$ cat config.mk
export PLATFORM = sky130hd
export DESIGN_NAME = wb_decoder_flat
export DESIGN_NICKNAME = d
export VERILOG_FILES = /design/src/hdl/calsoc_pkg.sv /design/src/hdl/wb_if.sv /design/src/hdl/wb_decoder.sv /design/src/flat_wrapper.sv
export SDC_FILE = /design/constraint.sdc
export NUM_CORES = 1
export LEC_CHECK = 0
export BUFFER_PORTS_ARGS = -buffer_cell sky130_fd_sc_hd__buf_2
export CELL_PAD_IN_SITES_DETAIL_PLACEMENT = 1
export CELL_PAD_IN_SITES_GLOBAL_PLACEMENT = 1
export CORE_AREA = 2 2 135 137
export DETAILED_ROUTE_END_ITERATION = 10
export DIE_AREA = 0 0 137 139
export PLACE_DENSITY = 0.72
export SYNTH_ARGS = -nofsm -noshare
export SYNTH_HDL_FRONTEND = slang
export SYNTH_SLANG_ARGS = --single-unit
$ cat constraint.sdc
create_clock -name wb_clk_i -period 1.3 [get_ports wb_clk_i]
set_input_delay 0.065 -clock wb_clk_i [delete_from_list [all_inputs] [get_ports wb_clk_i]]
set_output_delay 0.065 -clock wb_clk_i [all_outputs]
set_load 0.01 [all_outputs]
$ cat src/hdl/calsoc_pkg.sv
package calsoc_pkg;

	////////////////////////////////////////////////////////////////////////////
	// bus and measurement types
	////////////////////////////////////////////////////////////////////////////
	typedef logic [31:0] wb_addr_t;
	typedef logic [31:0] wb_data_t;
	typedef logic [3:0]  wb_sel_t;
	typedef logic [15:0] dac_word_t;
	typedef logic [9:0]  delay_code_t;
	typedef logic [7:0]  mu_offset_t;

	// address map
	localparam wb_addr_t RAM_BASE = 32'h0000_0000;
	localparam wb_addr_t RAM_MASK = 32'hFF00_0000;
	localparam wb_addr_t MU_BASE  = 32'h0500_0000;
	localparam wb_addr_t MU_MASK  = 32'hFF00_0000;

	localparam int RAM_WORDS = 256;

	// sweep timing, in wb_clk_i cycles
	localparam int DAC_SPI_CLK_DIV    = 10;
	localparam int DAC_DIV_W          = $clog2(DAC_SPI_CLK_DIV);
	localparam int DAC_SETTLE_CYCLES  = 3;
	localparam int STROBE_HOLD_CYCLES = 5;

	// measure unit register offsets
	localparam mu_offset_t MU_CTRL       = 8'h00;
	localparam mu_offset_t MU_STATUS     = 8'h04;
	localparam mu_offset_t MU_THR_START  = 8'h08;
	localparam mu_offset_t MU_THR_DELTA  = 8'h0C;
	localparam mu_offset_t MU_STEP_LIMIT = 8'h10;
	localparam mu_offset_t MU_DELAY_CODE = 8'h14;
	localparam mu_offset_t MU_RESULT     = 8'h18;

endpackage

$ cat src/hdl/wb_if.sv
`timescale 1ns/1ps

interface wb_if;

	logic                 cyc;
	logic                 stb;
	logic                 we;
	calsoc_pkg::wb_addr_t adr;
	calsoc_pkg::wb_data_t dat_w;
	calsoc_pkg::wb_sel_t  sel;
	calsoc_pkg::wb_data_t dat_r;
	logic                 ack;

	// request side
	modport master (
		output cyc, stb, we, adr, dat_w, sel,
		input  dat_r, ack
	);

	// response side
	modport slave (
		input  cyc, stb, we, adr, dat_w, sel,
		output dat_r, ack
	);

endinterface

$ cat src/hdl/wb_decoder.sv
`timescale 1ns/1ps

module wb_decoder (
	input  logic                 wb_clk_i,
	input  logic                 rst_n_i,
	input  calsoc_pkg::wb_addr_t m_adr_i,
	input  logic                 m_cyc_i,
	input  logic                 m_stb_i,
	output logic                 err_o,
	wb_if.slave                  m_bus,
	wb_if.master                 ram_bus,
	wb_if.master                 mu_bus
);

	logic ram_hit;
	logic mu_hit;
	logic miss_req;
	logic err_q;

	// region match under each mask
	assign ram_hit = (m_adr_i & calsoc_pkg::RAM_MASK) == calsoc_pkg::RAM_BASE;
	assign mu_hit  = (m_adr_i & calsoc_pkg::MU_MASK) == calsoc_pkg::MU_BASE;

	assign miss_req = m_cyc_i && m_stb_i && !ram_hit && !mu_hit;

	////////////////////////////////////////////////////////////////////////////
	// request fan-out
	////////////////////////////////////////////////////////////////////////////
	assign ram_bus.cyc   = m_bus.cyc && ram_hit;
	assign ram_bus.stb   = m_bus.stb && ram_hit;
	assign ram_bus.we    = m_bus.we;
	assign ram_bus.adr   = m_bus.adr;
	assign ram_bus.dat_w = m_bus.dat_w;
	assign ram_bus.sel   = m_bus.sel;

	assign mu_bus.cyc   = m_bus.cyc && mu_hit;
	assign mu_bus.stb   = m_bus.stb && mu_hit;
	assign mu_bus.we    = m_bus.we;
	assign mu_bus.adr   = m_bus.adr;
	assign mu_bus.dat_w = m_bus.dat_w;
	assign mu_bus.sel   = m_bus.sel;

	// response mux, address is held until the response
	always_comb begin
		if (ram_hit) begin
			m_bus.ack   = ram_bus.ack;
			m_bus.dat_r = ram_bus.dat_r;
		end else if (mu_hit) begin
			m_bus.ack   = mu_bus.ack;
			m_bus.dat_r = mu_bus.dat_r;
		end else begin
			m_bus.ack   = 1'b0;
			m_bus.dat_r = '0;
		end
	end

	// single err pulse per unmapped strobe
	always_ff @(posedge wb_clk_i or negedge rst_n_i) begin
		if (!rst_n_i) begin
			err_q <= 1'b0;
		end else begin
			err_q <= miss_req && !err_q;
		end
	end

	assign err_o = err_q;

endmodule

$ cat src/flat_wrapper.sv
// flat-port wrapper written by rule: the top's interface ports become plain ports
module wb_decoder_flat 
  (wb_clk_i, rst_n_i, m_adr_i, m_cyc_i, m_stb_i, err_o, m_bus_cyc, m_bus_stb, m_bus_we, m_bus_adr, m_bus_dat_w, m_bus_sel, m_bus_dat_r, m_bus_ack, ram_bus_cyc, ram_bus_stb, ram_bus_we, ram_bus_adr, ram_bus_dat_w, ram_bus_sel, ram_bus_dat_r, ram_bus_ack, mu_bus_cyc, mu_bus_stb, mu_bus_we, mu_bus_adr, mu_bus_dat_w, mu_bus_sel, mu_bus_dat_r, mu_bus_ack);
  wb_if m_bus_i ();
  wb_if ram_bus_i ();
  wb_if mu_bus_i ();
  input  logic wb_clk_i;
  input  logic rst_n_i;
  input  calsoc_pkg::wb_addr_t m_adr_i;
  input  logic m_cyc_i;
  input  logic m_stb_i;
  output logic err_o;
  input wire logic [$bits(m_bus_i.cyc)-1:0] m_bus_cyc;
  input wire logic [$bits(m_bus_i.stb)-1:0] m_bus_stb;
  input wire logic [$bits(m_bus_i.we)-1:0] m_bus_we;
  input wire logic [$bits(m_bus_i.adr)-1:0] m_bus_adr;
  input wire logic [$bits(m_bus_i.dat_w)-1:0] m_bus_dat_w;
  input wire logic [$bits(m_bus_i.sel)-1:0] m_bus_sel;
  output wire logic [$bits(m_bus_i.dat_r)-1:0] m_bus_dat_r;
  output wire logic [$bits(m_bus_i.ack)-1:0] m_bus_ack;
  output wire logic [$bits(ram_bus_i.cyc)-1:0] ram_bus_cyc;
  output wire logic [$bits(ram_bus_i.stb)-1:0] ram_bus_stb;
  output wire logic [$bits(ram_bus_i.we)-1:0] ram_bus_we;
  output wire logic [$bits(ram_bus_i.adr)-1:0] ram_bus_adr;
  output wire logic [$bits(ram_bus_i.dat_w)-1:0] ram_bus_dat_w;
  output wire logic [$bits(ram_bus_i.sel)-1:0] ram_bus_sel;
  input wire logic [$bits(ram_bus_i.dat_r)-1:0] ram_bus_dat_r;
  input wire logic [$bits(ram_bus_i.ack)-1:0] ram_bus_ack;
  output wire logic [$bits(mu_bus_i.cyc)-1:0] mu_bus_cyc;
  output wire logic [$bits(mu_bus_i.stb)-1:0] mu_bus_stb;
  output wire logic [$bits(mu_bus_i.we)-1:0] mu_bus_we;
  output wire logic [$bits(mu_bus_i.adr)-1:0] mu_bus_adr;
  output wire logic [$bits(mu_bus_i.dat_w)-1:0] mu_bus_dat_w;
  output wire logic [$bits(mu_bus_i.sel)-1:0] mu_bus_sel;
  input wire logic [$bits(mu_bus_i.dat_r)-1:0] mu_bus_dat_r;
  input wire logic [$bits(mu_bus_i.ack)-1:0] mu_bus_ack;
  assign m_bus_i.cyc = m_bus_cyc;
  assign m_bus_i.stb = m_bus_stb;
  assign m_bus_i.we = m_bus_we;
  assign m_bus_i.adr = m_bus_adr;
  assign m_bus_i.dat_w = m_bus_dat_w;
  assign m_bus_i.sel = m_bus_sel;
  assign m_bus_dat_r = m_bus_i.dat_r;
  assign m_bus_ack = m_bus_i.ack;
  assign ram_bus_cyc = ram_bus_i.cyc;
  assign ram_bus_stb = ram_bus_i.stb;
  assign ram_bus_we = ram_bus_i.we;
  assign ram_bus_adr = ram_bus_i.adr;
  assign ram_bus_dat_w = ram_bus_i.dat_w;
  assign ram_bus_sel = ram_bus_i.sel;
  assign ram_bus_i.dat_r = ram_bus_dat_r;
  assign ram_bus_i.ack = ram_bus_ack;
  assign mu_bus_cyc = mu_bus_i.cyc;
  assign mu_bus_stb = mu_bus_i.stb;
  assign mu_bus_we = mu_bus_i.we;
  assign mu_bus_adr = mu_bus_i.adr;
  assign mu_bus_dat_w = mu_bus_i.dat_w;
  assign mu_bus_sel = mu_bus_i.sel;
  assign mu_bus_i.dat_r = mu_bus_dat_r;
  assign mu_bus_i.ack = mu_bus_ack;
  wb_decoder u_core (.wb_clk_i(wb_clk_i), .rst_n_i(rst_n_i), .m_adr_i(m_adr_i), .m_cyc_i(m_cyc_i), .m_stb_i(m_stb_i), .err_o(err_o), .m_bus(m_bus_i), .ram_bus(ram_bus_i), .mu_bus(mu_bus_i));
endmodule
After elaboration in Yosys (flattened, before gate mapping)
Index checks and enable logic that the tools add are counted.

storage, ports and cells
  register bits = 1
  input bits = 173
  output and inout bits = 176
  bits in writable memories = 0
  ROM bits = 0
  bits in latches = 0
  logic and storage cells = 18
  memories kept = 0

operators by class
  $lt $le $gt $ge = 0
  multiply operators = 0
  bitwise gates (word level) = 0
  reductions and logical operators = 12
  shift operators = 0
  muxes and demuxes = 4
  eq/ne operators = 1
  $add $sub $neg = 0
  div/mod/pow operators = 0

operators with widths
  operator                                                                count
  32-bit two-way mux                                                      2
  32-bit zero test                                                        1
  8-bit by 3-bit equality test with 1-bit output (second input constant)  1
  1-bit logical AND                                                       8
  1-bit zero test                                                         3
  1-bit two-way mux                                                       2

Longest topological paths before layout
Gate-level depths: netlist of the first run.

  word-level depth = 5
  gate-level depth with buffers = 4
  depth with buffers taken out = 2

Least setup slack after synthesis of the first run
Ideal clock, no wire load.

  kind = input to output
  start = input port m_adr_i[25]
  end = output port ram_bus_cyc
  stages on the path = 3
  data arrival time = 1.178 ns
  path slack = 0.057 ns
  path buffers = 1
  data required time = 1.235 ns
  cell sequence = or4_4 -> buf_6 -> nor4_1

on the way
  cells in the longest elaborated chain, start to end = 2

ends and longest elaborated chain
  element            RTL line            source
  start, declared    flat_wrapper.sv:9   input calsoc_pkg::wb_addr_t m_adr_i;
  32-bit zero test   wb_decoder.sv:21    assign ram_hit = (m_adr_i & calsoc_pkg::RAM_MASK) == calsoc_pkg::RAM_BASE;
  1-bit logical AND  wb_decoder.sv:29    assign ram_bus.cyc = m_bus.cyc && ram_hit;
  end, declared      flat_wrapper.sv:21  output wire logic [$bits(ram_bus_i.cyc)-1:0] ram_bus_cyc;

Every way passes these cells.

Final worst setup path of the first run
  start = input port m_adr_i[30]
  end = output port m_bus_dat_r[29]

on the way
  cells in the longest elaborated chain, start to end = 3
  elaborated cells on any way between the ends = 4
  those cells by class = 1 x eq/ne; 2 x mux; 1 x reduce/logical

ends and longest elaborated chain
  element                                         RTL line            source
  8-bit by 3-bit equality test with 1-bit output  wb_decoder.sv:22    assign mu_hit = (m_adr_i & calsoc_pkg::MU_MASK) == calsoc_pkg::MU_BASE;
  32-bit two-way mux                              wb_decoder.sv:48    end else if (mu_hit) begin
  32-bit two-way mux (*)                          wb_decoder.sv:45    if (ram_hit) begin
  end, declared                                   flat_wrapper.sv:19  output wire logic [$bits(m_bus_i.dat_r)-1:0] m_bus_dat_r;

Mark *: on every way between the ends. The rest lies on a longest branch, timed or not.

==> results.tsv, run 1 <==
stage	metric	value	unit
synth	yosys-top-cells-area	buf_4, or3b_2, a211oi_2, nand3_1, a211oi_1	
timing	setup_violations	38	
floorplan	initial_core_util	11.7	%
synth	muxShareOfSynthArea	0	%
timing	rsz0062_at_grt	true	
routing	drt_wl_total	7190	um
global_routing	grt_pass1_vias	1632	
cells_and_area	fin_util	12.5	%
global_routing	antenna_found_initial	0	
routing	final_antenna_net_count	0	
cells_and_area	area_growth	6.55	%
synth	synth.top_cell.area_share	50.2	%
worst_setup_path	worstSetupPathType	in -> out	
worst_setup_path	crit_path_end_kind	output port	
synth	ys.flop_type	dfrtp_1	
placement	postPlaceCellArea	1960	sq um
cells_and_area	instances_no_fill	477	
synth	syn_inst	274	
hold_path	min_from	m_bus_adr[10]	
floorplan	die-height	139	um
global_routing	grt_max_degree	41	
timing	post-route-period-util	113	%
synth	synth_top_family_by_area	buffers and inverters	
timing	setup-tns-final	-3.91	ns
placement	numPortBuffers	117	
timing	layout_setup_ws	-0.173	ns
timing	fin_skew	0	ns
worst_setup_path	cp.arrival	1.41	ns
cells_and_area	largest_reg_flops	1	
routing	vias_per_cell	3.63	
cells_and_area	final_nets	423	
timing	whs	0.130	ns
synth	ys_async_sr_fraction	100	%
worst_setup_path	crit_required	1.24	ns
synth	ys_ff_latch	1	
synth	synth_cell_types	18	
routing	drt_first_iter_violations	14	
global_routing	grt_pass1_wl	8780	um
cells_and_area	drive_above_1_share	83.1	%
worst_setup_path	worstRegToRegCells	2	
synth	synth_edf_count	0	
timing	post-route-min-period	1.47	ns
worst_setup_path	r2r-start	u_core.err_o	
synth	synth.most_common_cell	buf_4	
worst_setup_path	r2r-end	u_core.err_o	
pwr	ir_drop	139	uV
floorplan	core-area	17700	sq um
worst_setup_path	r2r_slack	0.52	ns
routing	via_count	1730	
hold_path	hp-class	in -> out	
routing	drt_pass1_iterations	3	
floorplan	pin_count	349	
global_routing	grt_usage	5.84	%
timing	hold_viol_final	0	
cells_and_area	post-route-cell-area	2200	sq um
global_routing	grt_overflow	0	
floorplan	die_x	137	um
run	drv_cap	0	
synth	syn_area	2060	sq um
synth	syn_nets	447	
placement	dp_hpwl	5240	um
floorplan	die_area	19000	sq um
routing	remaining_drc_errors	0	
synth	synth_fa_ha_area_share	0	%
synth	synth_warnings	0	
worst_setup_path	cp_max_fo	6	
synth	avgSynthCellArea	7.53	sq um
placement	numPlacedInstances	471	
timing	tightest_slew	0.217	ns
floorplan	row_count	49	
worst_setup_path	worstSetupStartpointType	input pin	
synth	synth-simple-area-share	25.2	%
synth	synthTopCellsByCount	buf_4, nand3_1, or3b_2	
timing	drv_slew	0	
placement	place_congestion	0.601	
hold_path	hold_end	ram_bus_adr[10]	
pwr	power.density	209	nW/um^2
status	violations	negative setup slack	
cells_and_area	antenna_cells	0	
routing	wl_per_cell	15.1	um
synth	synth_top_area_cell	buf_4	
timing	max_slew_margin	85.5	%
hold_path	hold_depth	0	
clock_tree	clk_latency	0	ns
timing	fmax	0.679	GHz
pwr	leakage	0.860	nW
status	status	complete, but fails checks	
synth	ys_seq_area_share	1.21	%
synth	synth_compound_area_share	17.3	%
synth	yosys.area_share.xor_xnor	0.424	%
==> worst max-delay path by stage <==
stage           startpoint         endpoint  cells past startpoint
2_1_floorplan  m_adr_i[25]      ram_bus_cyc                      3
5_1_grt        m_adr_i[30]  m_bus_dat_r[29]                      5
3_5_place_dp   m_adr_i[25]  m_bus_dat_r[29]                      5
3_3_place_gp   m_adr_i[25]  m_bus_dat_r[29]                      5
4_1_cts        m_adr_i[31]  m_bus_dat_r[29]                      5
6_report       m_adr_i[30]  m_bus_dat_r[29]                      5
==> metal layers <==
| layer | up-vias | global-route usage (%) | part of all wire, % |
|---|---|---|---|
| li1 | 757 | - | - |
| met5 | - | 0 | 0 |
| met3 | 58 | 2.41 | 12 |
| met1 | 773 | 5.25 | 31 |
| met2 | 142 | 10.1 | 49 |
| met4 | 0 | 4.72 | 7.8 |
==> cells in the final DEF (no fill, tap or decap) <==
master and count:
nor4_2 2, or4_2 1, buf_4 4, inv_1 2, clkbuf_16 3, buf_12 7, buf_6 4, or2_2 2
o31a_1 1, dfrtp_1 1, or3b_2 33, nand3_1 35, nor3_4 2, and3b_1 1, xor2_1 1, buf_2 114
a211oi_2 31, dlygate4sd3_1 1, or4_4 1, a211oi_4 2
==> power breakdown <==
| group | total [W] | internal [W] | switching, W |
|---|---|---|---|
| clock network | 0 | 0 | 0 |
| logic | 0.000424 | 0.000214 | 0.000210 |
| registers | 0.0000345 | 0.0000334 | 0.00000104 |
==> per-stage QoR <==
| step | power, W | worst slack, ns |
|---|---|---|
| CTS | 0.000432 | -0.180 |
| floorplan | 0.000647 | 0.0572 |
| finish | 0.000459 | -0.173 |
| global placement | 0.000407 | -0.194 |
| detailed placement | 0.000413 | -0.189 |
| global route | 0.000501 | -0.191 |
==> kinds of logic after synthesis <==
logic type,count (synthesis)
xor gates and xnor gates,1
DFF,1
AOI/OAI and AO/OA,34
buffers and inverters,162
and+or+nand+nor,76
==> worst max-delay path: stages <==
cell      delay [ns]
buf_6           0.09
or4_4           0.66
buf_12          0.20
a211oi_4        0.19
buf_2           0.18
==> what timing repair did <==
item	CTS	global route
setup endpoints to repair	37	37
buffers inserted	0	0
hold endpoints to repair	1	0
hold buffers	1	0
gates resized for setup	14	10
gates cloned	0	5
pin swaps	1	29
==> layout make-up <==
| type | count | area (sq um) |
|---|---|---|
| Fill cell | 2138 | 15500 |
| Multi-Input combinational cell | 112 | 1010 |
| Tap cell | 229 | 287 |
| Sequential cell | 1 | 25.0 |
| Timing Repair Buffer | 133 | 871 |
| Inverter | 2 | 7.51 |
Power figures use the tool's default switching activity.
==> run 2, diff against run 1 <==
- ABC_AREA: default -> 1
- PLACE_DENSITY: 0.72 -> 0.74
==> run 2 against run 1 <==
Effect of this change:
- the flow now finishes without violations
- register-to-register slack better by 0.05 ns
- utilization is 2.3 points lower
- via count is 6.5% lower
- final cell count is 6.5% higher
- first-iteration DRC count is 7.1% lower
- hold slack stayed put
- flip-flop and latch count stayed put
- critical path depth is 3 higher
- sequential power is 2% higher
- design area is 18% lower
- largest power group unchanged
==> results.tsv, run 2 <==
stage	metric	value	unit
global_routing	grt_usage	5.83	%
pwr	pwr-share-seq	12.6	%
synth	synth.most_common_cell	buf_4	
cells_and_area	final_nets	454	
synth	avgSynthCellArea	6.31	sq um
cells_and_area	layout_commonest_cell	buf_2	
routing	drt_pass1_iterations	2	
timing	fmax	0.850	GHz
worst_setup_path	cp_max_fo	16	
cells_and_area	drive_above_1_share	47.3	%
timing	drv_slew	0	
worst_setup_path	crit_path_end_kind	output port	
pwr	p_int	0.000165	W
global_routing	grt_overflow	0	
pwr	p_total	0.000279	W
floorplan	die-height	139	um
routing	final_antenna_net_count	0	
worst_setup_path	cp.arrival	1.11	ns
cells_and_area	fill_cells	2219	
routing	via_count	1617	
global_routing	grt_max_degree	19	
synth	syn_inst	303	
pwr	p_sw_share	40.7	%
timing	max_slew_margin	85.7	%
pwr	ir_drop	59.9	uV
synth	syn_area	1910	sq um
hold_path	hp-class	in -> out	
cells_and_area	area_growth	-6.34	%
placement	place_congestion	0.614	
synth	syn_nets	476	
cells_and_area	largest_reg_flops	1	
pwr	leakage	1.06	nW
cells_and_area	instances_no_fill	508	
cells_and_area	fin_util	10.1	%
timing	tightest_slew	0.213	ns
routing	wl_per_cell	11.9	um
synth	synth.top_cell.area_share	54.9	%
cells_and_area	mostFrequentLayoutCells	buf_2, nand2_1, a21boi_0	
timing	hold_viol_final	0	
placement	dp_hpwl	5000	um
timing	setup-tns-final	0	ns
clock_tree	clk_latency	0	ns
synth	synth_warnings	0	
floorplan	die_x	137	um
timing	fin_skew	0	ns
status	status	finished, final reports clean	
synth	synth_cell_types	15	
floorplan	pin_count	349	
clock_tree	postCtsSetupRepairBufs	0	
pwr	power.density	156	nW/um^2
global_routing	antenna_found_initial	0	
synth	synth_top_area_cell	buf_4	
synth	ys_ff_latch	1	
worst_setup_path	worstSetupPathType	in -> out	
routing	vias_per_cell	3.18	
synth	synth_edf_count	0	
routing	drt_wl_total	6070	um
timing	setup_violations	0	
global_routing	grt_pass1_wl	8660	um
floorplan	die_area	19000	sq um
routing	drt_first_iter_violations	13	
placement	numPlacedInstances	507	
timing	layout_setup_ws	0.124	ns
pwr	p_clk_share	0	%
global_routing	grt_pass1_vias	1607	
placement	numPortBuffers	117	
synth	ys.flop_type	dfrtp_1	
placement	dp_slack	0.0790	ns
worst_setup_path	worstSetupStartpointType	input pin	
floorplan	initial_core_util	10.8	%
pwr	p_switching	0.000114	W
routing	remaining_drc_errors	0	
timing	post-route-period-util	90.5	%
floorplan	core-area	17700	sq um
floorplan	row_count	49	
timing	rsz0062_at_grt	false	
run	drv_cap	0	
worst_setup_path	crit_required	1.24	ns
pwr	combPwrFrac	87.4	%
synth	ys_async_sr_fraction	100	%
synth	yosys-top-cells-area	buf_4, nand2_1, a21boi_0, buf_6, nor2_8	
synth	synthTopCellsByCount	buf_4, nand2_1, a21boi_0	
timing	post-route-min-period	1.18	ns
cells_and_area	antenna_cells	0	
synth	ys_seq_area_share	1.31	%
run 2: cell types whose count changed in the layout (fill, tap and decap cells not counted), moves of 6 or more:
| cell | change |
|---|---|
| a211oi_2 | -31 |
| nand3_1 | -35 |
| nand2_1 | +100 |
| nor2_1 | +6 |
| a21boi_0 | +33 |
| or3b_2 | -33 |
run 2: area by class of cell:
class / count / area (sq um) / share of cell area (%)
timing repair buffer: 126 / 706 / 39.4
inverter: 3 / 11.3 / 0.628
multi-input combinational: 149 / 763 / 42.6
sequential: 1 / 25.0 / 1.40
tap: 229 / 287 / 16.0
run 2: worst max-delay path: stages:
cell and delay (ns):
buf_2 0.09, nor2_1 0.18, nand2_4 0.14, nor2_8 0.17, buf_12 0.17, nand2_1 0.06
nand2_1 0.09, buf_2 0.14
run 2: per-stage QoR:
step,cell area [sq um],hold WS [ns]
6_report,1790,0.130
3_3_place_gp,1780,-0.160
3_5_place_dp,1780,-0.156
2_1_floorplan,1910,-0.231
5_1_grt,1790,0.130
4_1_cts,1790,0.130
run 2: final timing paths:
path / startpoint / to / slack (ns) / cells past startpoint
worst max-delay path: m_adr_i[29] / m_bus_dat_r[29] / 0.12 / 8
worst min-delay path: m_bus_dat_w[8] / ram_bus_dat_w[8] / 0.13 / 0
worst max register to register: u_core.err_o / u_core.err_o / 0.57 / 3
worst min register to register: u_core.err_o / u_core.err_o / 0.57 / 3
max in group asynchronous: rst_n_i / u_core.err_o / 0.83 / 2
min in group asynchronous: rst_n_i / u_core.err_o / 0.38 / 2
run 2: logic make-up (layout without fill, tap and decap cells):
kind of cell	Yosys count	in the layout	synth area share, %
and+or+nand+nor	115	115	26.4
AOI/OAI and AO/OA	34	34	13.2
DFF	1	1	1.31
buffers and inverters	153	129	59.1
run 2: per-layer routing:
layer	wire, um	part of all wire (%)	track usage, %	up-vias
met1	1950	32	5.51	668
met5	0	0	0	-
met3	776	13	1.90	75
met4	497	8.2	4.29	0
met2	2850	47	10.3	126
li1	-	-	-	748
run 2: power by group through the flow:
stage / Clock [W] / Combinational [W] / Sequential (W)
3_5_place_dp: 0 / 0.000247 / 0.0000350
5_1_grt: 0 / 0.000276 / 0.0000352
4_1_cts: 0 / 0.000250 / 0.0000350
2_1_floorplan: 0 / 0.000524 / 0.0000351
3_3_place_gp: 0 / 0.000241 / 0.0000349
6_report: 0 / 0.000244 / 0.0000351
run 2: timing repair:
item	CTS	global route
endpoints found under the hold margin	1	0
hold buffers	1	0
gates resized for setup	0	1
endpoints found under the setup margin	0	11
==> run 3, diff against run 2 <==
- BUFFER_PORTS_ARGS: -buffer_cell sky130_fd_sc_hd__buf_2 -> default
- CORE_AREA: 2 2 135 137 -> 2 2 137 139
- DIE_AREA: 0 0 137 139 -> 0 0 139 141
- DONT_BUFFER_PORTS: default -> 1
- PLACE_DENSITY: 0.74 -> 0.41
==> run 3 against run 2 <==
Effect of this change:
- flip-flop and latch count is the same
- first-iteration DRC count grew 120%
- worst setup slack gained 0.16 ns
- utilization shrank 3.4 points
==> results.tsv, run 3 (synthesis gave the netlist of run 2 again) <==
stage	metric	value	unit
pwr	p_total	0.000158	W
cells_and_area	drive_above_1_share	10.9	%
timing	whs	0.130	ns
timing	drv_slew	0	
run	drv_cap	0	
floorplan	die_area	19600	sq um
global_routing	antenna_found_initial	0	
timing	hold_viol_final	0	
pwr	combPwrFrac	77.7	%
placement	dp_hpwl	4750	um
floorplan	die_x	139	um
floorplan	die-height	141	um
cells_and_area	layout_commonest_cell	nand2_1	
clock_tree	clk_latency	0	ns
timing	fin_skew	0	ns
cells_and_area	fill_cells	2245	
clock_tree	postCtsSetupRepairBufs	0	
pwr	leakage	0.542	nW
worst_setup_path	worstSetupStartpointType	input pin	
worst_setup_path	crit_required	1.24	ns
timing	fmax	0.986	GHz
worst_setup_path	r2r-start	u_core.err_o	
routing	drt_first_iter_violations	28	
worst_setup_path	r2r-end	u_core.err_o	
floorplan	initial_core_util	10.5	%
global_routing	grt_pass1_wl	7780	um
pwr	p_sw_share	48.0	%
worst_setup_path	critPathTopFamily	simple AND/OR/NAND/NOR gates	
global_routing	grt_overflow	0	
timing	post-route-min-period	1.01	ns
pwr	pwr-share-seq	22.3	%
placement	numPortBuffers	0	
routing	final_antenna_net_count	0	
pwr	p_clk_share	0	%
routing	drt_pass1_iterations	4	
pwr	p_switching	0.0000759	W
status	status	finished, final reports clean	
worst_setup_path	crit_path_end_kind	output port	
cells_and_area	mostFrequentLayoutCells	nand2_1, a21boi_0, buf_4	
floorplan	row_count	50	
worst_setup_path	path_cells	nor2_1, nand2_2, nor2_8, buf_12, nand2_1, nand2_1	
timing	setup_violations	0	
pwr	ir_drop	51.6	uV
global_routing	grt_max_degree	24	
timing	tightest_slew	0.254	ns
timing	max_slew_margin	83.0	%
cells_and_area	area_growth	-35.7	%
worst_setup_path	path_depth	6	
global_routing	grt_usage	5.16	%
routing	remaining_drc_errors	0	
hold_path	hp-class	in -> out	
pwr	p_int	0.0000823	W
worst_setup_path	setup.worst_path.end	m_bus_dat_r[24]	
cells_and_area	antenna_cells	0	
pwr	power.density	129	nW/um^2
worst_setup_path	cp.arrival	0.95	ns
routing	wl_per_cell	14.2	um
timing	post-route-period-util	78.0	%
floorplan	core-area	18300	sq um
routing	vias_per_cell	3.07	
worst_setup_path	worstSetupPathType	in -> out	
worst_setup_path	path_buf_inv	1	
placement	place_congestion	0.665	
timing	rsz0062_at_grt	false	
worst_setup_path	worstRegToRegCells	3	
floorplan	pin_count	349	
timing	setup-tns-final	0	ns
cells_and_area	final_nets	340	
worst_setup_path	critPathMostFrequentCell	nand2_1	
routing	via_count	1226	
worst_setup_path	startpoint	m_adr_i[29]	
routing	drt_wl_total	5680	um
global_routing	grt_pass1_vias	1261	
worst_setup_path	critical-path-max-stage-delay	0.19	ns
worst_setup_path	cp_max_fo	23	
worst_setup_path	r2r_slack	0.55	ns
worst_setup_path	slowest_stage	nor2_8	
cells_and_area	largest_reg_flops	1	
run 3: cell count changes in the layout (fill, tap and decap cells not counted):
| cell | delta |
|---|---|
| buf_2 | -117 |
| nand2_2 | +1 |
| buf_4 | +3 |
| nand2_4 | -1 |
run 3: area by class of cell:
class | instances | area, sq um | share of cell area [%]
Timing Repair Buffer | 12 | 143 | 11.6
Sequential cell | 1 | 25.0 | 2.03
Inverter | 3 | 11.3 | 0.916
Multi-Input combinational cell | 149 | 758 | 61.6
Tap cell | 234 | 293 | 23.8
run 3: per-layer routing:
metal	up-vias	track usage, %	share of wire (%)	routed length, um
met5	-	0	0	0
met4	0	2.55	5.4	308
met3	38	1.87	13	712
met2	133	12.1	61	3450
met1	535	3.07	21	1220
li1	520	-	-	-
run 3: metrics by stage:
| step | setup WS (ns) | utilization, % | cell area [sq um] | std cells |
|---|---|---|---|---|
| 2_1_floorplan | 0.432 | - | 1910 | 303 |
| 3_3_place_gp | 0.289 | 6.68 | 1220 | 398 |
| 3_5_place_dp | 0.263 | 6.68 | 1220 | 398 |
| 4_1_cts | 0.266 | 6.73 | 1230 | 399 |
| 5_1_grt | 0.205 | 6.73 | 1230 | 399 |
| 6_report | 0.286 | 6.73 | 1230 | 399 |
run 3: how the worst min path moves through the flow:
stage	slack, ns	from	cells past startpoint	end
final	0.13	m_bus_dat_w[18]	0	mu_bus_dat_w[18]
after global routing	0.13	m_bus_dat_w[12]	0	mu_bus_dat_w[12]
after CTS	0.13	m_bus_adr[21]	0	mu_bus_adr[21]
after detailed placement	-0.23	rst_n_i	0	u_core.err_o
after global placement	-0.23	rst_n_i	0	u_core.err_o
after floorplan	-0.23	rst_n_i	0	u_core.err_o
run 3: power by group through the flow:
stage          Clock (W)  Sequential (W)  Combinational, W
3_5_place_dp           0       0.0000353          0.000124
2_1_floorplan          0       0.0000351          0.000524
5_1_grt                0       0.0000356          0.000137
4_1_cts                0       0.0000353          0.000126
6_report               0       0.0000353          0.000123
3_3_place_gp           0       0.0000354          0.000117
run 3: timing repair:
action	CTS	global route
hold buffers	1	0
hold endpoints to repair	1	0
endpoints found under the setup margin	0	0
gates resized for setup	0	0
run 3: worst register-to-register path, stage by stage, from the launching register on:
cell     delay, ns
dfrtp_1       0.39
nor2_1        0.11
o21ai_0       0.08
nor2_1        0.09
