$ cat src/hdl/calsoc_pkg.sv
package calsoc_pkg;

	////////////////////////////////////////////////////////////////////////////
	// bus and measurement types
	////////////////////////////////////////////////////////////////////////////
	typedef logic [31:0] wb_addr_t;
	typedef logic [31:0] wb_data_t;
	typedef logic [3:0]  wb_sel_t;
	typedef logic [15:0] dac_word_t;
	typedef logic [9:0]  delay_code_t;
	typedef logic [7:0]  mu_offset_t;

	// address map
	localparam wb_addr_t RAM_BASE = 32'h0000_0000;
	localparam wb_addr_t RAM_MASK = 32'hFF00_0000;
	localparam wb_addr_t MU_BASE  = 32'h0500_0000;
	localparam wb_addr_t MU_MASK  = 32'hFF00_0000;

	localparam int RAM_WORDS = 256;

	// sweep timing, in wb_clk_i cycles
	localparam int DAC_SPI_CLK_DIV    = 10;
	localparam int DAC_DIV_W          = $clog2(DAC_SPI_CLK_DIV);
	localparam int DAC_SETTLE_CYCLES  = 3;
	localparam int STROBE_HOLD_CYCLES = 5;

	// measure unit register offsets
	localparam mu_offset_t MU_CTRL       = 8'h00;
	localparam mu_offset_t MU_STATUS     = 8'h04;
	localparam mu_offset_t MU_THR_START  = 8'h08;
	localparam mu_offset_t MU_THR_DELTA  = 8'h0C;
	localparam mu_offset_t MU_STEP_LIMIT = 8'h10;
	localparam mu_offset_t MU_DELAY_CODE = 8'h14;
	localparam mu_offset_t MU_RESULT     = 8'h18;

endpackage

$ cat src/hdl/wb_if.sv
`timescale 1ns/1ps

interface wb_if;

	logic                 cyc;
	logic                 stb;
	logic                 we;
	calsoc_pkg::wb_addr_t adr;
	calsoc_pkg::wb_data_t dat_w;
	calsoc_pkg::wb_sel_t  sel;
	calsoc_pkg::wb_data_t dat_r;
	logic                 ack;

	// request side
	modport master (
		output cyc, stb, we, adr, dat_w, sel,
		input  dat_r, ack
	);

	// response side
	modport slave (
		input  cyc, stb, we, adr, dat_w, sel,
		output dat_r, ack
	);

endinterface

$ cat src/hdl/dac_spi.sv
`timescale 1ns/1ps

module dac_spi (
	input  logic                  wb_clk_i,
	input  logic                  rst_n_i,
	input  logic                  start_i,
	input  calsoc_pkg::dac_word_t word_i,
	output logic                  busy_o,
	output logic                  done_o,
	output logic                  dac_sync_o,
	output logic                  dac_sclk_o,
	output logic                  dac_sdi_o
);

	logic [calsoc_pkg::DAC_DIV_W-1:0] div_cnt_q;
	logic [3:0]                       bit_cnt_q;
	calsoc_pkg::dac_word_t            shift_q;
	logic                             active_q;
	logic                             sclk_q;
	logic                             done_q;
	logic                             tick;

	// half period of sclk elapsed
	assign tick = active_q &&
		(div_cnt_q == calsoc_pkg::DAC_DIV_W'(calsoc_pkg::DAC_SPI_CLK_DIV - 1));

	always_ff @(posedge wb_clk_i or negedge rst_n_i) begin
		if (!rst_n_i) begin
			div_cnt_q <= '0;
			bit_cnt_q <= '0;
			shift_q   <= '0;
			active_q  <= 1'b0;
			sclk_q    <= 1'b0;
			done_q    <= 1'b0;
		end else begin
			done_q <= 1'b0;
			if (!active_q) begin
				if (start_i) begin
					active_q  <= 1'b1;
					shift_q   <= word_i;
					div_cnt_q <= '0;
					bit_cnt_q <= '0;
					sclk_q    <= 1'b0;
				end
			end else if (tick) begin
				div_cnt_q <= '0;
				sclk_q    <= !sclk_q;
				// falling edge moves sdi to the next bit
				if (sclk_q) begin
					shift_q   <= shift_q << 1;
					bit_cnt_q <= bit_cnt_q + 4'd1;
					if (bit_cnt_q == 4'd15) begin
						active_q <= 1'b0;
						done_q   <= 1'b1;
					end
				end
			end else begin
				div_cnt_q <= div_cnt_q + 1'b1;
			end
		end
	end

	assign busy_o     = active_q;
	assign done_o     = done_q;
	assign dac_sync_o = !active_q;
	assign dac_sclk_o = sclk_q;
	assign dac_sdi_o  = shift_q[15];

endmodule

$ cat src/hdl/measure_unit.sv
`timescale 1ns/1ps

module measure_unit (
	input  logic                    wb_clk_i,
	input  logic                    rst_n_i,
	input  logic                    cmp_out_i,
	wb_if.slave                     bus,
	output logic                    dac_sync_o,
	output logic                    dac_sclk_o,
	output logic                    dac_sdi_o,
	output calsoc_pkg::delay_code_t delay_code_o,
	output logic                    delay_stb_o
);

	typedef enum logic [2:0] {IDLE, LOAD, SETTLE, STROBE, NEXT} sweep_state_e;

	sweep_state_e            state_q;
	calsoc_pkg::dac_word_t   thr_start_q, thr_delta_q, thr_q, result_q;
	logic [15:0]             limit_q, step_q;
	calsoc_pkg::delay_code_t delay_code_q;
	logic [7:0]              wait_q;
	logic                    found_q, done_q, ack_q, spi_start_q;
	logic                    spi_busy, spi_done, busy;
	logic                    access, bus_wr, start_req;
	calsoc_pkg::mu_offset_t  offset;
	calsoc_pkg::wb_data_t    rd_data, dat_r_q;

	assign offset    = bus.adr[7:0];
	assign access    = bus.cyc && bus.stb && !ack_q;
	assign bus_wr    = access && bus.we;
	assign start_req = bus_wr && (offset == calsoc_pkg::MU_CTRL) && bus.dat_w[0];
	assign busy      = (state_q != IDLE) || spi_busy;

	////////////////////////////////////////////////////////////////////////////
	// register bank
	////////////////////////////////////////////////////////////////////////////
	always_ff @(posedge wb_clk_i or negedge rst_n_i) begin
		if (!rst_n_i) begin
			thr_start_q  <= '0;
			thr_delta_q  <= '0;
			limit_q      <= '0;
			delay_code_q <= '0;
			ack_q        <= 1'b0;
		end else begin
			ack_q <= access;
			if (bus_wr) begin
				case (offset)
					calsoc_pkg::MU_THR_START:  thr_start_q  <= bus.dat_w[15:0];
					calsoc_pkg::MU_THR_DELTA:  thr_delta_q  <= bus.dat_w[15:0];
					calsoc_pkg::MU_STEP_LIMIT: limit_q      <= bus.dat_w[15:0];
					calsoc_pkg::MU_DELAY_CODE: delay_code_q <= bus.dat_w[9:0];
					default: ;
				endcase
			end
		end
	end

	always_comb begin
		case (offset)
			calsoc_pkg::MU_STATUS:     rd_data = {29'd0, done_q, found_q, busy};
			calsoc_pkg::MU_THR_START:  rd_data = {16'd0, thr_start_q};
			calsoc_pkg::MU_THR_DELTA:  rd_data = {16'd0, thr_delta_q};
			calsoc_pkg::MU_STEP_LIMIT: rd_data = {16'd0, limit_q};
			calsoc_pkg::MU_DELAY_CODE: rd_data = {22'd0, delay_code_q};
			calsoc_pkg::MU_RESULT:     rd_data = {16'd0, result_q};
			default:                   rd_data = '0;
		endcase
	end

	always_ff @(posedge wb_clk_i) begin
		if (access) begin
			dat_r_q <= rd_data;
		end
	end

	assign bus.ack   = ack_q;
	assign bus.dat_r = dat_r_q;

	////////////////////////////////////////////////////////////////////////////
	// sweep FSM
	////////////////////////////////////////////////////////////////////////////
	always_ff @(posedge wb_clk_i or negedge rst_n_i) begin
		if (!rst_n_i) begin
			state_q     <= IDLE;
			thr_q       <= '0;
			step_q      <= '0;
			wait_q      <= '0;
			result_q    <= '0;
			found_q     <= 1'b0;
			done_q      <= 1'b0;
			spi_start_q <= 1'b0;
		end else begin
			spi_start_q <= 1'b0;
			case (state_q)
				IDLE: begin
					if (start_req) begin
						found_q <= 1'b0;
						// zero limit finishes without a frame
						if (limit_q == '0) begin
							done_q <= 1'b1;
						end else begin
							done_q      <= 1'b0;
							thr_q       <= thr_start_q;
							step_q      <= '0;
							spi_start_q <= 1'b1;
							state_q     <= LOAD;
						end
					end
				end
				LOAD: begin
					if (spi_done) begin
						wait_q  <= '0;
						state_q <= SETTLE;
					end
				end
				SETTLE: begin
					if (wait_q == 8'(calsoc_pkg::DAC_SETTLE_CYCLES - 1)) begin
						wait_q  <= '0;
						state_q <= STROBE;
					end else begin
						wait_q <= wait_q + 8'd1;
					end
				end
				STROBE: begin
					if (wait_q == 8'(calsoc_pkg::STROBE_HOLD_CYCLES - 1)) begin
						// comparator sampled in the last strobe cycle
						result_q <= thr_q;
						if (cmp_out_i) begin
							found_q <= 1'b1;
							done_q  <= 1'b1;
							state_q <= IDLE;
						end else begin
							state_q <= NEXT;
						end
					end else begin
						wait_q <= wait_q + 8'd1;
					end
				end
				NEXT: begin
					if (step_q == limit_q - 16'd1) begin
						done_q  <= 1'b1;
						state_q <= IDLE;
					end else begin
						step_q      <= step_q + 16'd1;
						thr_q       <= thr_q + thr_delta_q;
						spi_start_q <= 1'b1;
						state_q     <= LOAD;
					end
				end
				default: state_q <= IDLE;
			endcase
		end
	end

	assign delay_stb_o  = (state_q == STROBE);
	assign delay_code_o = delay_code_q;

	dac_spi u_dac_spi (
		.wb_clk_i   (wb_clk_i),
		.rst_n_i    (rst_n_i),
		.start_i    (spi_start_q),
		.word_i     (thr_q),
		.busy_o     (spi_busy),
		.done_o     (spi_done),
		.dac_sync_o (dac_sync_o),
		.dac_sclk_o (dac_sclk_o),
		.dac_sdi_o  (dac_sdi_o)
	);

endmodule

$ cat src/flat_wrapper.sv
// flat-port wrapper written by rule: the top's interface ports become plain ports
module measure_unit_flat 
  (wb_clk_i, rst_n_i, cmp_out_i, dac_sync_o, dac_sclk_o, dac_sdi_o, delay_code_o, delay_stb_o, bus_cyc, bus_stb, bus_we, bus_adr, bus_dat_w, bus_sel, bus_dat_r, bus_ack);
  wb_if bus_i ();
  input  logic wb_clk_i;
  input  logic rst_n_i;
  input  logic cmp_out_i;
  output logic dac_sync_o;
  output logic dac_sclk_o;
  output logic dac_sdi_o;
  output calsoc_pkg::delay_code_t delay_code_o;
  output logic delay_stb_o;
  input wire logic [$bits(bus_i.cyc)-1:0] bus_cyc;
  input wire logic [$bits(bus_i.stb)-1:0] bus_stb;
  input wire logic [$bits(bus_i.we)-1:0] bus_we;
  input wire logic [$bits(bus_i.adr)-1:0] bus_adr;
  input wire logic [$bits(bus_i.dat_w)-1:0] bus_dat_w;
  input wire logic [$bits(bus_i.sel)-1:0] bus_sel;
  output wire logic [$bits(bus_i.dat_r)-1:0] bus_dat_r;
  output wire logic [$bits(bus_i.ack)-1:0] bus_ack;
  assign bus_i.cyc = bus_cyc;
  assign bus_i.stb = bus_stb;
  assign bus_i.we = bus_we;
  assign bus_i.adr = bus_adr;
  assign bus_i.dat_w = bus_dat_w;
  assign bus_i.sel = bus_sel;
  assign bus_dat_r = bus_i.dat_r;
  assign bus_ack = bus_i.ack;
  measure_unit u_core (.wb_clk_i(wb_clk_i), .rst_n_i(rst_n_i), .cmp_out_i(cmp_out_i), .bus(bus_i), .dac_sync_o(dac_sync_o), .dac_sclk_o(dac_sclk_o), .dac_sdi_o(dac_sdi_o), .delay_code_o(delay_code_o), .delay_stb_o(delay_stb_o));
endmodule
$ cat config.mk
export PLATFORM = sky130hd
export DESIGN_NAME = measure_unit_flat
export DESIGN_NICKNAME = d
export VERILOG_FILES = /design/src/hdl/calsoc_pkg.sv /design/src/hdl/wb_if.sv /design/src/hdl/dac_spi.sv /design/src/hdl/measure_unit.sv /design/src/flat_wrapper.sv
export SDC_FILE = /design/constraint.sdc
export NUM_CORES = 1
export LEC_CHECK = 0
export BUFFER_PORTS_ARGS = -buffer_cell sky130_fd_sc_hd__buf_2
export CAP_MARGIN = 40
export CELL_PAD_IN_SITES_DETAIL_PLACEMENT = 0
export CELL_PAD_IN_SITES_GLOBAL_PLACEMENT = 1
export CORE_ASPECT_RATIO = 0.7
export CORE_MARGIN = 5
export CORE_UTILIZATION = 41
export CTS_CLUSTER_SIZE = 16
export DETAILED_ROUTE_END_ITERATION = 10
export GPL_TIMING_DRIVEN = 0
export PLACE_DENSITY_LB_ADDON = 0.2
export SLEW_MARGIN = 20
export SYNTH_ARGS = -nofsm -noshare
export SYNTH_HDL_FRONTEND = slang
export SYNTH_HIERARCHICAL = 1
export SYNTH_SLANG_ARGS = --single-unit
$ cat constraint.sdc
create_clock -name wb_clk_i -period 2.7 [get_ports wb_clk_i]
set_input_delay 0 -clock wb_clk_i [delete_from_list [all_inputs] [get_ports wb_clk_i]]
set_output_delay 0 -clock wb_clk_i [all_outputs]
set_load 0.005 [all_outputs]
* Word-level counts from Yosys, hierarchy flattened *
Cells that the tools add are included.

word-level totals
  input port bits = 74
  word-level logic and storage cells = 138
  register bits = 180
  output and inout port bits = 47

cells by class
  equality and inequality tests = 26
  mux-type cells = 55
  add/sub/neg operators = 6
  reductions and logical operators = 31

operators with widths
  operator                 number
  $mux W16                 10
  $pmux W16 S6             1
  $pmux W16 S2             2
  $eq A8 B5 Y1 const B     3
  $mux W4                  6
  $mux W8                  3
  $pmux W8 S3              1
  $mux W1                  22
  $mux W3                  6
  $add A16 B1 Y16 const B  1
  $add A16 B16 Y16         1
  $eq A16 B16 Y1           1
  $eq A8 B3 Y1 const B     2
  $eq A8 B4 Y1 const B     2
  $logic_not A16 Y1        1
  $sub A16 B1 Y16 const B  1
  $pmux W3 S5              1
  $ne A2 B1 Y1 const B     6
  $reduce_and A2 Y1        6
  $ne A2 B2 Y1 const B     5
  $reduce_and A5 Y1        2
  $reduce_bool A3 Y1       3
  $add A4 B1 Y4 const B    2
  $add A8 B1 Y8 const B    1
  other kinds (15)         29

* Longest topological paths before layout *
Gate-level depths: netlist of the first run.

  word-level depth = 7
  depth in mapped cells = 13
  mapped depth without buffers = 12

* Hierarchy *
The synthesis of the first run kept the hierarchy.

modules (own cells, without submodules)
  module        times used  area each (um^2)  cells each
  measure_unit  1           7,344.5           686
  dac_spi       1           1,386.3           110

* Worst setup path after synthesis of the first run *
Ideal clock, no wire load.

  kind = register to register
  start = reg u_core.ack_q, in the netlist u_core/bus.ack
  end = reg u_core.step_q[15]
  cell stages (with the launch flop) = 10
  data required time = 2.622 ns
  buffers on the path = 1
  arrival time = 2.870 ns
  path slack = -0.248 ns
  setup time = 0.078 ns
  cells stage by stage = dfrtp_1 -> nor2_1 -> and2_0 -> clkbuf_1 -> and4_1 -> o31ai_1 -> nor2_1 -> nor2_4 -> or4_1 -> a21oi_1

between the ends
  cells in the longest elaborated chain, start to end = 7

RTL lines
  element                           line                 text
  start: declaration                measure_unit.sv:22   logic found_q, done_q, ack_q, spi_start_q;
  start signal: assignment          measure_unit.sv:45   ack_q <= access;
  $logic_not A1 Y1                  measure_unit.sv:29   assign access = bus.cyc && bus.stb && !ack_q;
  $logic_and A1 B1 Y1               measure_unit.sv:29
  named net u_core.access           measure_unit.sv:24   logic access, bus_wr, start_req;
  $logic_and A1 B1 Y1               measure_unit.sv:30   assign bus_wr = access && bus.we;
  $logic_and A1 B1 Y1 (2 in a row)  measure_unit.sv:31   assign start_req = bus_wr && (offset == calsoc_pkg::MU_CTRL) && bus.dat_w[0];
  $ne A2 B1 Y1 (no line)            --
  $reduce_and A4 Y1 (no line)       --
  end signal: assignment            measure_unit.sv:144  step_q <= step_q + 16'd1;
  end: declaration                  measure_unit.sv:19   logic [15:0] limit_q, step_q;

The timed path passes the listed nets, and every way through them passes these cells.
A chain may end at the register's enable or synchronous reset.

* Worst setup path in the final report of the first run *
  start = reg u_core.limit_q[3]
  end = reg u_core.thr_q[14]

between the ends
  cells in the longest elaborated chain, start to end = 4
  elaborated cells on any way between the ends = 6

RTL lines
  element                          line                 text
  start: declaration               measure_unit.sv:19
  start signal: assignment         measure_unit.sv:50   calsoc_pkg::MU_STEP_LIMIT: limit_q <= bus.dat_w[15:0];
  $sub A16 B1 Y16                  measure_unit.sv:140  if (step_q == limit_q - 16'd1) begin
  $eq A16 B16 Y1                   measure_unit.sv:140
  $ne A2 B2 Y1 (no line)           --
  $reduce_and A4 Y1 (no line) (*)  --
  end signal: assignment           measure_unit.sv:103  thr_q <= thr_start_q;
  end signal: assignment           measure_unit.sv:145  thr_q <= thr_q + thr_delta_q;
  end: declaration                 measure_unit.sv:18   calsoc_pkg::dac_word_t thr_start_q, thr_delta_q, thr_q, result_q;

Every way passes the cells marked *; elsewhere a longest branch is shown, timed or not.

==> summary by stage, run 1 <==
Drt
In this run the remaining antenna-violating nets after routing total 0. The average detailed-routed wire length per instance is 18.8 um. The final routed DRC violation total is 0. The detailed-route via count is roughly 6.5k.

Summed over all layers, the routed wires come to 22.8 mm. After detailed routing, the number of vias per cell comes to roughly 5.3. The detailed-router iteration count before antenna repair is 5. The detailed router's first-iteration violation count is 520.

STA
The max-slew violation count is 0. The final number of setup-violating endpoints is 35. The number of failing hold endpoints at the final stage is 0. Setup repair after global routing could not meet its margin everywhere. For the pin with the worst max-slew slack, the measured transition is around 0.66 ns. The worst relative slew slack is 0.559. The clock skew after layout is 0.00991 ns. Subtracting the final worst setup slack from the clock period gives 3.16 ns. The highest clock frequency the design can meet is 316 MHz. The fraction of the cycle the final worst path needs is 1.17. Across all hold checks on the routed design, the worst slack comes to 0.104 ns. The post-route worst setup slack is -0.462 ns.

Power
The sequential power share is 0.477. The fraction of power consumed by combinational cells is 0.074. The static power due to leakage is 4.93 nW. The share of power burned in the clock network is 0.449.

Across the VDD grid, the largest voltage drop is between 0.4 and 0.5 mV. Cell internal power was estimated by the tool at around 0.0043 W. The switching share of power is 0.230. The net switching power is 0.00127 W.

The power density relative to cell area is approximately 520 nW/um^2.

Floorplan
In this run the horizontal extent of the chip is 184 um. The initial utilization of the core area, before any placement, comes to 0.418. The number of rows created at floorplan is 44. The die area is 24400 um^2. In this run the vertical extent of the chip is 132 um. The floorplan step defined a core boundary enclosing 20900 um^2. The number of top-level pins is between 100 and 150.

Cells and area
The library cells used most frequently in the layout, excluding fill and tap cells, are 144 x dfrtp_1, 97 x mux2_2, 62 x buf_2. The total inserted antenna cells is 0. Summing all non-filler instances in the final layout gives an area of ~11000 um^2. The fraction of final layout cells with drive strength greater than 1 is 0.317. The net count reported at finish is approximately 1.0k. The library cell used most frequently in the layout, excluding fill and tap cells, is dfrtp_1. The area growth from synthesis to layout is 22.3%.

Synth
The share of the Yosys chip area taken by registers is 0.479. The synthesized netlist cell count is 796. The netlist uses 70 different library cells. Summing every instance area after synthesis gives 8730 um^2. The mean instance size in the synthesized netlist is around 11 um^2. The flop and latch count out of synthesis is 164.

For this run, the leading register cell type out of synthesis is dfrtp_1. Counting flops with an async set or reset pin after synthesis yields a share of 0.902. The number of enable flip-flop cells after synthesis is 16. For this run, the number of Yosys warnings is 6.

Critical path
At the worst endpoint, the arrival time is 3.48 ns. The startpoint type of the worst setup path is a flop. The data required time of the worst path is 3.01 ns. Traced cell by cell, the critical path runs through or4_4 -> or3_4 -> a2111oi_4 -> o2111a_1 -> and4_4 -> a21oi_4 -> nor2_4 -> buf_8 -> buf_6 -> inv_4 -> a2bb2oi_2. The critical path crosses 11 cells after its start point. Among cell families on the critical path, the largest total delay comes from simple AND/OR/NAND/NOR gates. The worst setup path is captured at a flop. The delay of the slowest critical-path stage is 0.59 ns. The category of the most critical setup path is flop to flop. The worst-path cell with the longest stage delay is or4_4.

For the worst flop-to-flop path, the logic depth is 11. Counting both buffers and inverters, the worst setup path holds a total of 3. The largest driver fanout on the critical path is 7.

Place
Buffers placed on the I/O ports in this run total 60. After detailed placement, the total cell area comes to 9530 um^2. The detailed placement HPWL is between 15 and 20 mm. At the end of routability-driven placement, the weighted congestion stood at 0.825.

Clocking
TritonCTS created 17 clock buffers. The clock passes through at most 2 buffers. The latest clock arrival within the worst-skew pair is 0.43 ns. The clock transition at the registers of the reported paths is 0.06 ns. The tree built by TritonCTS fans out to 164 sinks. The CTS tree is done. The count of H-tree levels built during CTS is 4.

Clock tree synthesis selected as its root buffer the cell clkbuf_16.

Global route
The first-pass GRT wire length is about 36 mm. Entering global routing, the biggest net connects 85 pins. The initial antenna violation count is 0. The overall track demand over capacity in global routing is 0.188. For this run the aggregate overflow at the end of global routing stands at 0. The number of global-route vias before repair is 6127.

Min path
The tightest min-delay check is of the input port to async pin type.

Run status
The checks that failed: negative setup slack. The run finished, with violations left.

Job
The number of max-cap violations is 0.
[path summary, 6_finish.rpt]
path                                                   start                      endpoint  slack [ns]
worst max-delay path                       u_core/limit_q[3]              u_core/thr_q[14]       -0.46
worst min-delay path                                 rst_n_i              u_core/wait_q[4]        0.10
worst max register to register             u_core/limit_q[3]              u_core/thr_q[14]       -0.46
worst min register to register  u_core/u_dac_spi/shift_q[12]  u_core/u_dac_spi/shift_q[12]        0.50
max in group asynchronous                            rst_n_i        u_core/delay_code_o[9]        1.80
min in group wb_clk_i                                bus_stb           u_core/bus.dat_r[5]        0.11
[state kept, by name, indices dropped and copies added, names as in the netlist, 3 cells and up]
signal                      cells
u_core/u_dac_spi/shift_q       16
u_core/thr_q                   16
u_core/bus.dat_r               16
u_core/u_dac_spi/div_cnt_q      4
u_core/thr_delta_q             16
u_core/result_q                16
u_core/state_q                  3
u_core/thr_start_q             16
u_core/wait_q                   8
u_core/limit_q                 16
u_core/u_dac_spi/bit_cnt_q      4
u_core/delay_code_o            10
u_core/step_q                  16
[logic make-up (layout without fill, tap and decap cells)]
kind of cell	after synthesis	after routing	share of synthesized area
buf+inv	74	204	0.0454
other cells	1	16	0.000430
flops	164	164	0.479
compound gates	138	138	0.114
xor+xnor	46	46	0.0461
fa+ha+maj	24	24	0.0353
mux	109	109	0.143
simple gates	240	240	0.137
[area by class of cell]
| type | count | area [um^2] |
|---|---|---|
| Inverter | 19 | 73.8 |
| Buffer | 49 | 298 |
| Clock inverter | 8 | 125 |
| Timing Repair Buffer | 104 | 773 |
| Clock buffer | 24 | 462 |
| Tap cell | 276 | 345 |
| Multi-Input combinational cell | 573 | 4410 |
| Sequential cell | 164 | 4190 |
| Fill cell | 1951 | 10200 |
[synthesized netlist by cell type, types with 3 or more instances]
| cell type | count | share of area |
|---|---|---|
| a211oi_1 | 6 | 0.0052 |
| a21o_1 | 3 | 0.0026 |
| a21oi_1 | 31 | 0.018 |
| a222oi_1 | 15 | 0.017 |
| a22o_1 | 4 | 0.0040 |
| a22oi_1 | 10 | 0.0086 |
| a31oi_1 | 3 | 0.0021 |
| and2_1 | 6 | 0.0043 |
| and3_1 | 14 | 0.010 |
| and4_1 | 3 | 0.0030 |
| buf_4 | 16 | 0.014 |
| buf_6 | 6 | 0.0077 |
| clkbuf_1 | 29 | 0.012 |
| dfrtp_1 | 148 | 0.42 |
| edfxtp_1 | 16 | 0.055 |
| ha_1 | 23 | 0.033 |
| inv_1 | 19 | 0.0082 |
| mux2_2 | 97 | 0.13 |
| mux2_4 | 7 | 0.012 |
| mux2i_1 | 5 | 0.0057 |
| nand2_1 | 65 | 0.028 |
| nand2b_1 | 7 | 0.0050 |
| nand3_1 | 21 | 0.012 |
| nand3b_1 | 3 | 0.0026 |
| nand4_1 | 14 | 0.010 |
| nor2_1 | 51 | 0.022 |
| nor2b_1 | 9 | 0.0064 |
| nor3_1 | 20 | 0.011 |
| nor3b_1 | 4 | 0.0034 |
| nor4_1 | 4 | 0.0029 |
| o21a_1 | 4 | 0.0034 |
| o21ai_0 | 18 | 0.010 |
| o21ai_1 | 3 | 0.0017 |
| o21ai_2 | 12 | 0.012 |
| o31ai_1 | 5 | 0.0043 |
| or3_1 | 7 | 0.0050 |
| or4_1 | 5 | 0.0043 |
| xnor2_1 | 19 | 0.019 |
| xor2_1 | 27 | 0.027 |
[power by group through the flow]
| stage | clock (W) | combinational (W) | sequential (W) |
|---|---|---|---|
| after detailed placement | 0 | 0.000386 | 0.00268 |
| after CTS | 0.00254 | 0.000414 | 0.00263 |
| final | 0.00248 | 0.000409 | 0.00263 |
| after global placement | 0 | 0.000376 | 0.00268 |
| after global routing | 0.00264 | 0.000465 | 0.00264 |
| after floorplan | 0 | 0.000233 | 0.00267 |
[routing by layer]
layer | GRT usage | routed length [um] | vias to the layer above
li1 | - | - | 3123
met1 | 0.313 | 12200 | 3183
met2 | 0.245 | 9080 | 172
met3 | 0.0411 | 1410 | 14
met4 | 0.0390 | 190 | 0
met5 | 0 | 0 | -
[through the flow]
step	instances	power (W)	worst slack (ns)	util	setup TNS (ns)
floorplan	811	0.00290	-0.130	-	-2.65
global placement	1147	0.00306	-1.10	0.454	-153.03
detailed placement	1151	0.00307	-1.09	0.457	-42.21
CTS	1215	0.00559	-0.480	0.507	-14.24
global route	1217	0.00575	-0.515	0.512	-15.94
finish	1217	0.00552	-0.462	0.512	-13.59
[what timing repair did]
action | 4_1_cts | 5_1_grt
setup buffers | 11 | 8
gates cloned | 2 | 1
gates resized for setup | 33 | 31
setup endpoints to repair | 51 | 56
hold endpoints to repair | 132 | 0
pin swaps | 3 | 10
hold buffers | 20 | 0
No activity file was read; power rests on OpenSTA's default activity.
==> run 2, diff against run 1 <==
Settings changed: ABC_AREA from default to 1, CORE_UTILIZATION 41 to 39.
==> summary by stage, run 2 <==
Cells and area
Commonest cells after routing, fill and taps aside: 376 x nand2_1, 148 x dfrtp_1, 106 x inv_1 (was 144 x dfrtp_1, 97 x mux2_2, 62 x buf_2). The most frequent standard cell in the layout excluding fill and tap cells is nand2_1 (was dfrtp_1). The net count reported at finish is 1459 (was 1026). The area added between synthesis and finish is 17.3% (was 22.3%). The fraction of final layout cells with drive strength greater than 1 came to 0.148 (was 0.317). The number of filler instances in the final layout was 2492 (was 1951). The total inserted antenna cells is 0 (unchanged).

Power
The static power due to leakage is 5.63 nW (was 4.93 nW). The share of power burned in the clock network is 0.422 (was 0.449). The fraction of power consumed by combinational cells was 0.153 (was 0.074).

The maximum vdd drop came to 0.433 mV (was 0.446 mV). The switching share of power is 0.290 (was 0.230). The internal power consumption came to 0.00450 W (was 0.00425 W). The sequential power share is 0.425 (was 0.477). The power density relative to cell area is 558 nW/um^2 (was 517 nW/um^2).

The net switching power is 0.00184 W (was 0.00127 W). The total design power was 0.00634 W (was 0.00552 W).

Critical path
The data required time of the worst path was 3.07 ns (was 3.01 ns). The cell occurring most often along the worst timing path is nand2_1. The arrival time of data at the critical path endpoint came to 2.89 ns (was 3.48 ns). The largest driver fanout on the critical path is 10 (was 7). The endpoint class of the critical path is a flop (unchanged). The startpoint type of the worst setup path is a flop (unchanged). The worst-path cell with the longest stage delay is dfrtp_1 (was or4_4). The delay of the slowest critical-path stage is 0.40 ns (was 0.59 ns).

The category of the most critical setup path was flop to flop (unchanged). CP cell instances: inv_1 -> ha_2 -> nand2_4 -> nor2_4 -> nand3b_1 -> nand2_1 -> inv_1 -> nor2_1 -> nand2_1 -> nor2_2 -> nand2_2 -> nand2_4 -> buf_4 -> nand3_1 -> nand2_1 (was or4_4 -> or3_4 -> a2111oi_4 -> o2111a_1 -> and4_4 -> a21oi_4 -> nor2_4 -> buf_8 -> buf_6 -> inv_4 -> a2bb2oi_2).

STA
The clock skew after layout is 0.0174 ns (was 0.00991 ns). RSZ-0062 raised after global routing: no (was yes). The transition time at the pin with the least slew margin was 0.793 ns (was 0.661 ns). The worst hold margin was 0.108 ns (was 0.104 ns).

The worst relative slew slack came to 0.471 (was 0.559). The highest clock frequency the design can meet was 397 MHz (was 316 MHz). The final number of setup-violating endpoints came to 0 (was 35). The post-layout minimum cycle time is 2.52 ns (was 3.16 ns). The setup TNS after final layout came to 0 ns (was -13.59 ns). The fraction of the cycle the final worst path needs is 0.933 (was 1.17).

The number of failing hold endpoints at the final stage came to 0 (unchanged). The max-slew violation count is 0 (unchanged).

Synth
The portion of the post-synthesis area used by sequential elements is 0.432 (was 0.479). The number of library cell types mapped by synthesis came to 49 (was 70). The flop and latch count out of synthesis is 164 (unchanged).

Largest cells by area after synthesis: dfrtp_1 38%, nand2_1 15%, nand3_1 5.4% (was dfrtp_1 42%, mux2_2 13%, edfxtp_1 5.5%). The mean instance size in the synthesized netlist is 7.80 um^2 (was 11.0 um^2). The synthesized netlist cell count is 1242 (was 796). The most instantiated library cell after synthesis was nand2_1 (was dfrtp_1). The share of the synthesized area in compound gates (AO/OA/AOI/OAI) came to 0.0956 (was 0.114). The largest area contributor in the netlist is dfrtp_1 (unchanged).

The post-synthesis share of cell area spent on full adders, half adders and majority gates was 0.0318 (was 0.0353). The simple-gate share of the synthesized area came to 0.310 (was 0.137). The post-synthesis async set-or-reset flop share is 0.902 (unchanged).

The top-area cell type share of the netlist area came to 0.383 (was 0.424). The count of yosys warnings during synthesis came to 6 (unchanged). The largest family of logic cells by synthesized area was simple AND/OR/NAND/NOR gates (was multiplexers). The primary flip-flop cell chosen by synthesis mapping is dfrtp_1 (unchanged). The share of the synthesized netlist area taken by xor and xnor gates is 0.0280 (was 0.0461). Commonest cells in the synthesized netlist: 376 x nand2_1, 148 x dfrtp_1, 106 x inv_1 (was 148 x dfrtp_1, 97 x mux2_2, 65 x nand2_1).

The multiplexer area fraction after synthesis is 0.0185 (was 0.143). The number of enable flip-flop cells after synthesis is 16 (unchanged). The area of the mapped netlist came to 9680 um^2 (was 8730 um^2).

Drt
The detailed router's first-iteration violation count was 689 (was 520). The via density per instance is 5.17 (was 5.33). The detailed-router iteration count before antenna repair is 5 (unchanged). The wire length reported by the detailed router is 30.7 mm (was 22.8 mm). The average detailed-routed wire length per instance is 18.1 um (was 18.8 um).

The final routed DRC violation total is 0 (unchanged). The detailed-route via count is 8780 (was 6492). The number of routed nets with antenna violations is 0 (unchanged).

Place
The detailed placement HPWL is 23.5 mm (was 16.7 mm). The number of buffer cells added on primary ports is 60 (unchanged). The weighted congestion at the end of routability-driven global placement is 0.890 (was 0.825).

Global route
The overall track demand over capacity in global routing was 0.224 (was 0.188). The overflow left after global routing is 0 (unchanged). The number of global-route vias before repair was 8269 (was 6127). The largest net degree at the start of global routing came to 79 (was 85).

The initial antenna violation count came to 0 (unchanged). The first-pass GRT wire length is 48.5 mm (was 35.7 mm).

Clocking
The latest clock arrival within the worst-skew pair is 0.45 ns (was 0.43 ns). The largest buffer count on any clock path is 2 (unchanged). The CTS tree is done (unchanged). The cell at the root of the clock tree is clkbuf_16 (unchanged). The count of H-tree levels built during CTS is 4 (unchanged). The clock transition at the registers of the reported paths is 0.06 ns (about the same).

The CTS sink count was 164 (unchanged). The total clock buffers created by CTS is 17 (unchanged).

Run status
Status: complete, no violations (was finished, violations left).

Floorplan
The standard cell core area is 24600 um^2 (was 20900 um^2). The width of the die came to 198 um (was 184 um). The number of top-level pins came to 121 (unchanged). The initial core utilization was 0.394 (was 0.418).

The die area is 28100 um^2 (was 24400 um^2). The number of rows created at floorplan is 48 (was 44). The die boundary height is 142 um (was 132 um).

Job
The number of max-cap violations is 0 (unchanged).

Min path
The class of the most critical hold timing path is input port to flop (was input port to async pin).
-- run 2: stage by stage --
step / utilization / instances / instance area, um^2 / worst slack, ns
3_3_place_gp: 0.425 / 1642 / 10400 / -0.841
4_1_cts: 0.462 / 1699 / 11400 / 0.0157
5_1_grt: 0.463 / 1699 / 11400 / 0.0214
6_report: 0.463 / 1699 / 11400 / 0.182
3_5_place_dp: 0.428 / 1645 / 10500 / -0.321
2_1_floorplan: - / 1257 / 9740 / 0.611
-- run 2: power by group through the flow --
stage	combinational, W	sequential [W]	clock (W)
3_5_place_dp	0.000932	0.00273	0
2_1_floorplan	0.000630	0.00271	0
3_3_place_gp	0.000916	0.00274	0
5_1_grt	0.00109	0.00270	0.00286
6_report	0.000967	0.00269	0.00268
4_1_cts	0.000966	0.00269	0.00273
-- run 2: metal layers --
| layer | up-vias | share of wire | wire length [um] | GRT usage |
|---|---|---|---|---|
| met5 | - | 0 | 0 | 0 |
| met4 | 0 | 0.0057 | 176 | 0.0391 |
| met3 | 13 | 0.068 | 2090 | 0.0460 |
| met2 | 220 | 0.40 | 12200 | 0.303 |
| met1 | 4254 | 0.53 | 16200 | 0.368 |
| li1 | 4293 | - | - | - |
-- run 2: logic make-up after synthesis --
kind of cell | Yosys count
AO/OA/AOI/OAI | 166
XOR/XNOR | 31
adder cells (fa/ha/maj) | 24
buffers and inverters | 171
flip-flops | 164
multiplexers | 16
other | 1
AND/OR/NAND/NOR | 669
-- run 2: worst paths after layout --
| path | startpoint | end | slack [ns] | cells after the start |
|---|---|---|---|---|
| max | u_core/limit_q[1] | u_core/done_q | 0.18 | 15 |
| min | bus_adr[3] | u_core/bus.dat_r[2] | 0.11 | 4 |
| max reg2reg | u_core/limit_q[1] | u_core/done_q | 0.18 | 15 |
| min reg2reg | u_core/wait_q[7] | u_core/wait_q[7] | 0.47 | 1 |
| max in group asynchronous | rst_n_i | u_core/thr_q[1] | 1.74 | 3 |
| min in group asynchronous | rst_n_i | u_core/limit_q[7] | 0.15 | 2 |
-- run 2: final cells by class --
cell class                 instances  area, um^2  area share
tap                              325         407      0.0358
multi-input combinational        922        4760       0.419
buffer                            62         399      0.0351
clock buffer                      19         433      0.0381
clock inverter                    13         195      0.0172
sequential                       164        4180       0.368
inverter                         109         409      0.0360
timing repair buffer              85         569      0.0501
-- run 2: worst max-delay path, delay by kind of cell (launching register included) --
| kind | cells | cell delay [ns] |
|---|---|---|
| adder cells (fa/ha/maj) | 1 | 0.28 |
| flip-flops | 1 | 0.40 |
| buffers and inverters | 3 | 0.42 |
| AND/OR/NAND/NOR | 11 | 1.37 |
-- run 2: what timing repair did --
item,CTS,global route
pin swaps,1,0
gates resized for setup,2,4
hold buffers,20,0
endpoints found under the setup margin,30,33
setup buffers,2,0
cloned,0,0
endpoints found under the hold margin,142,0
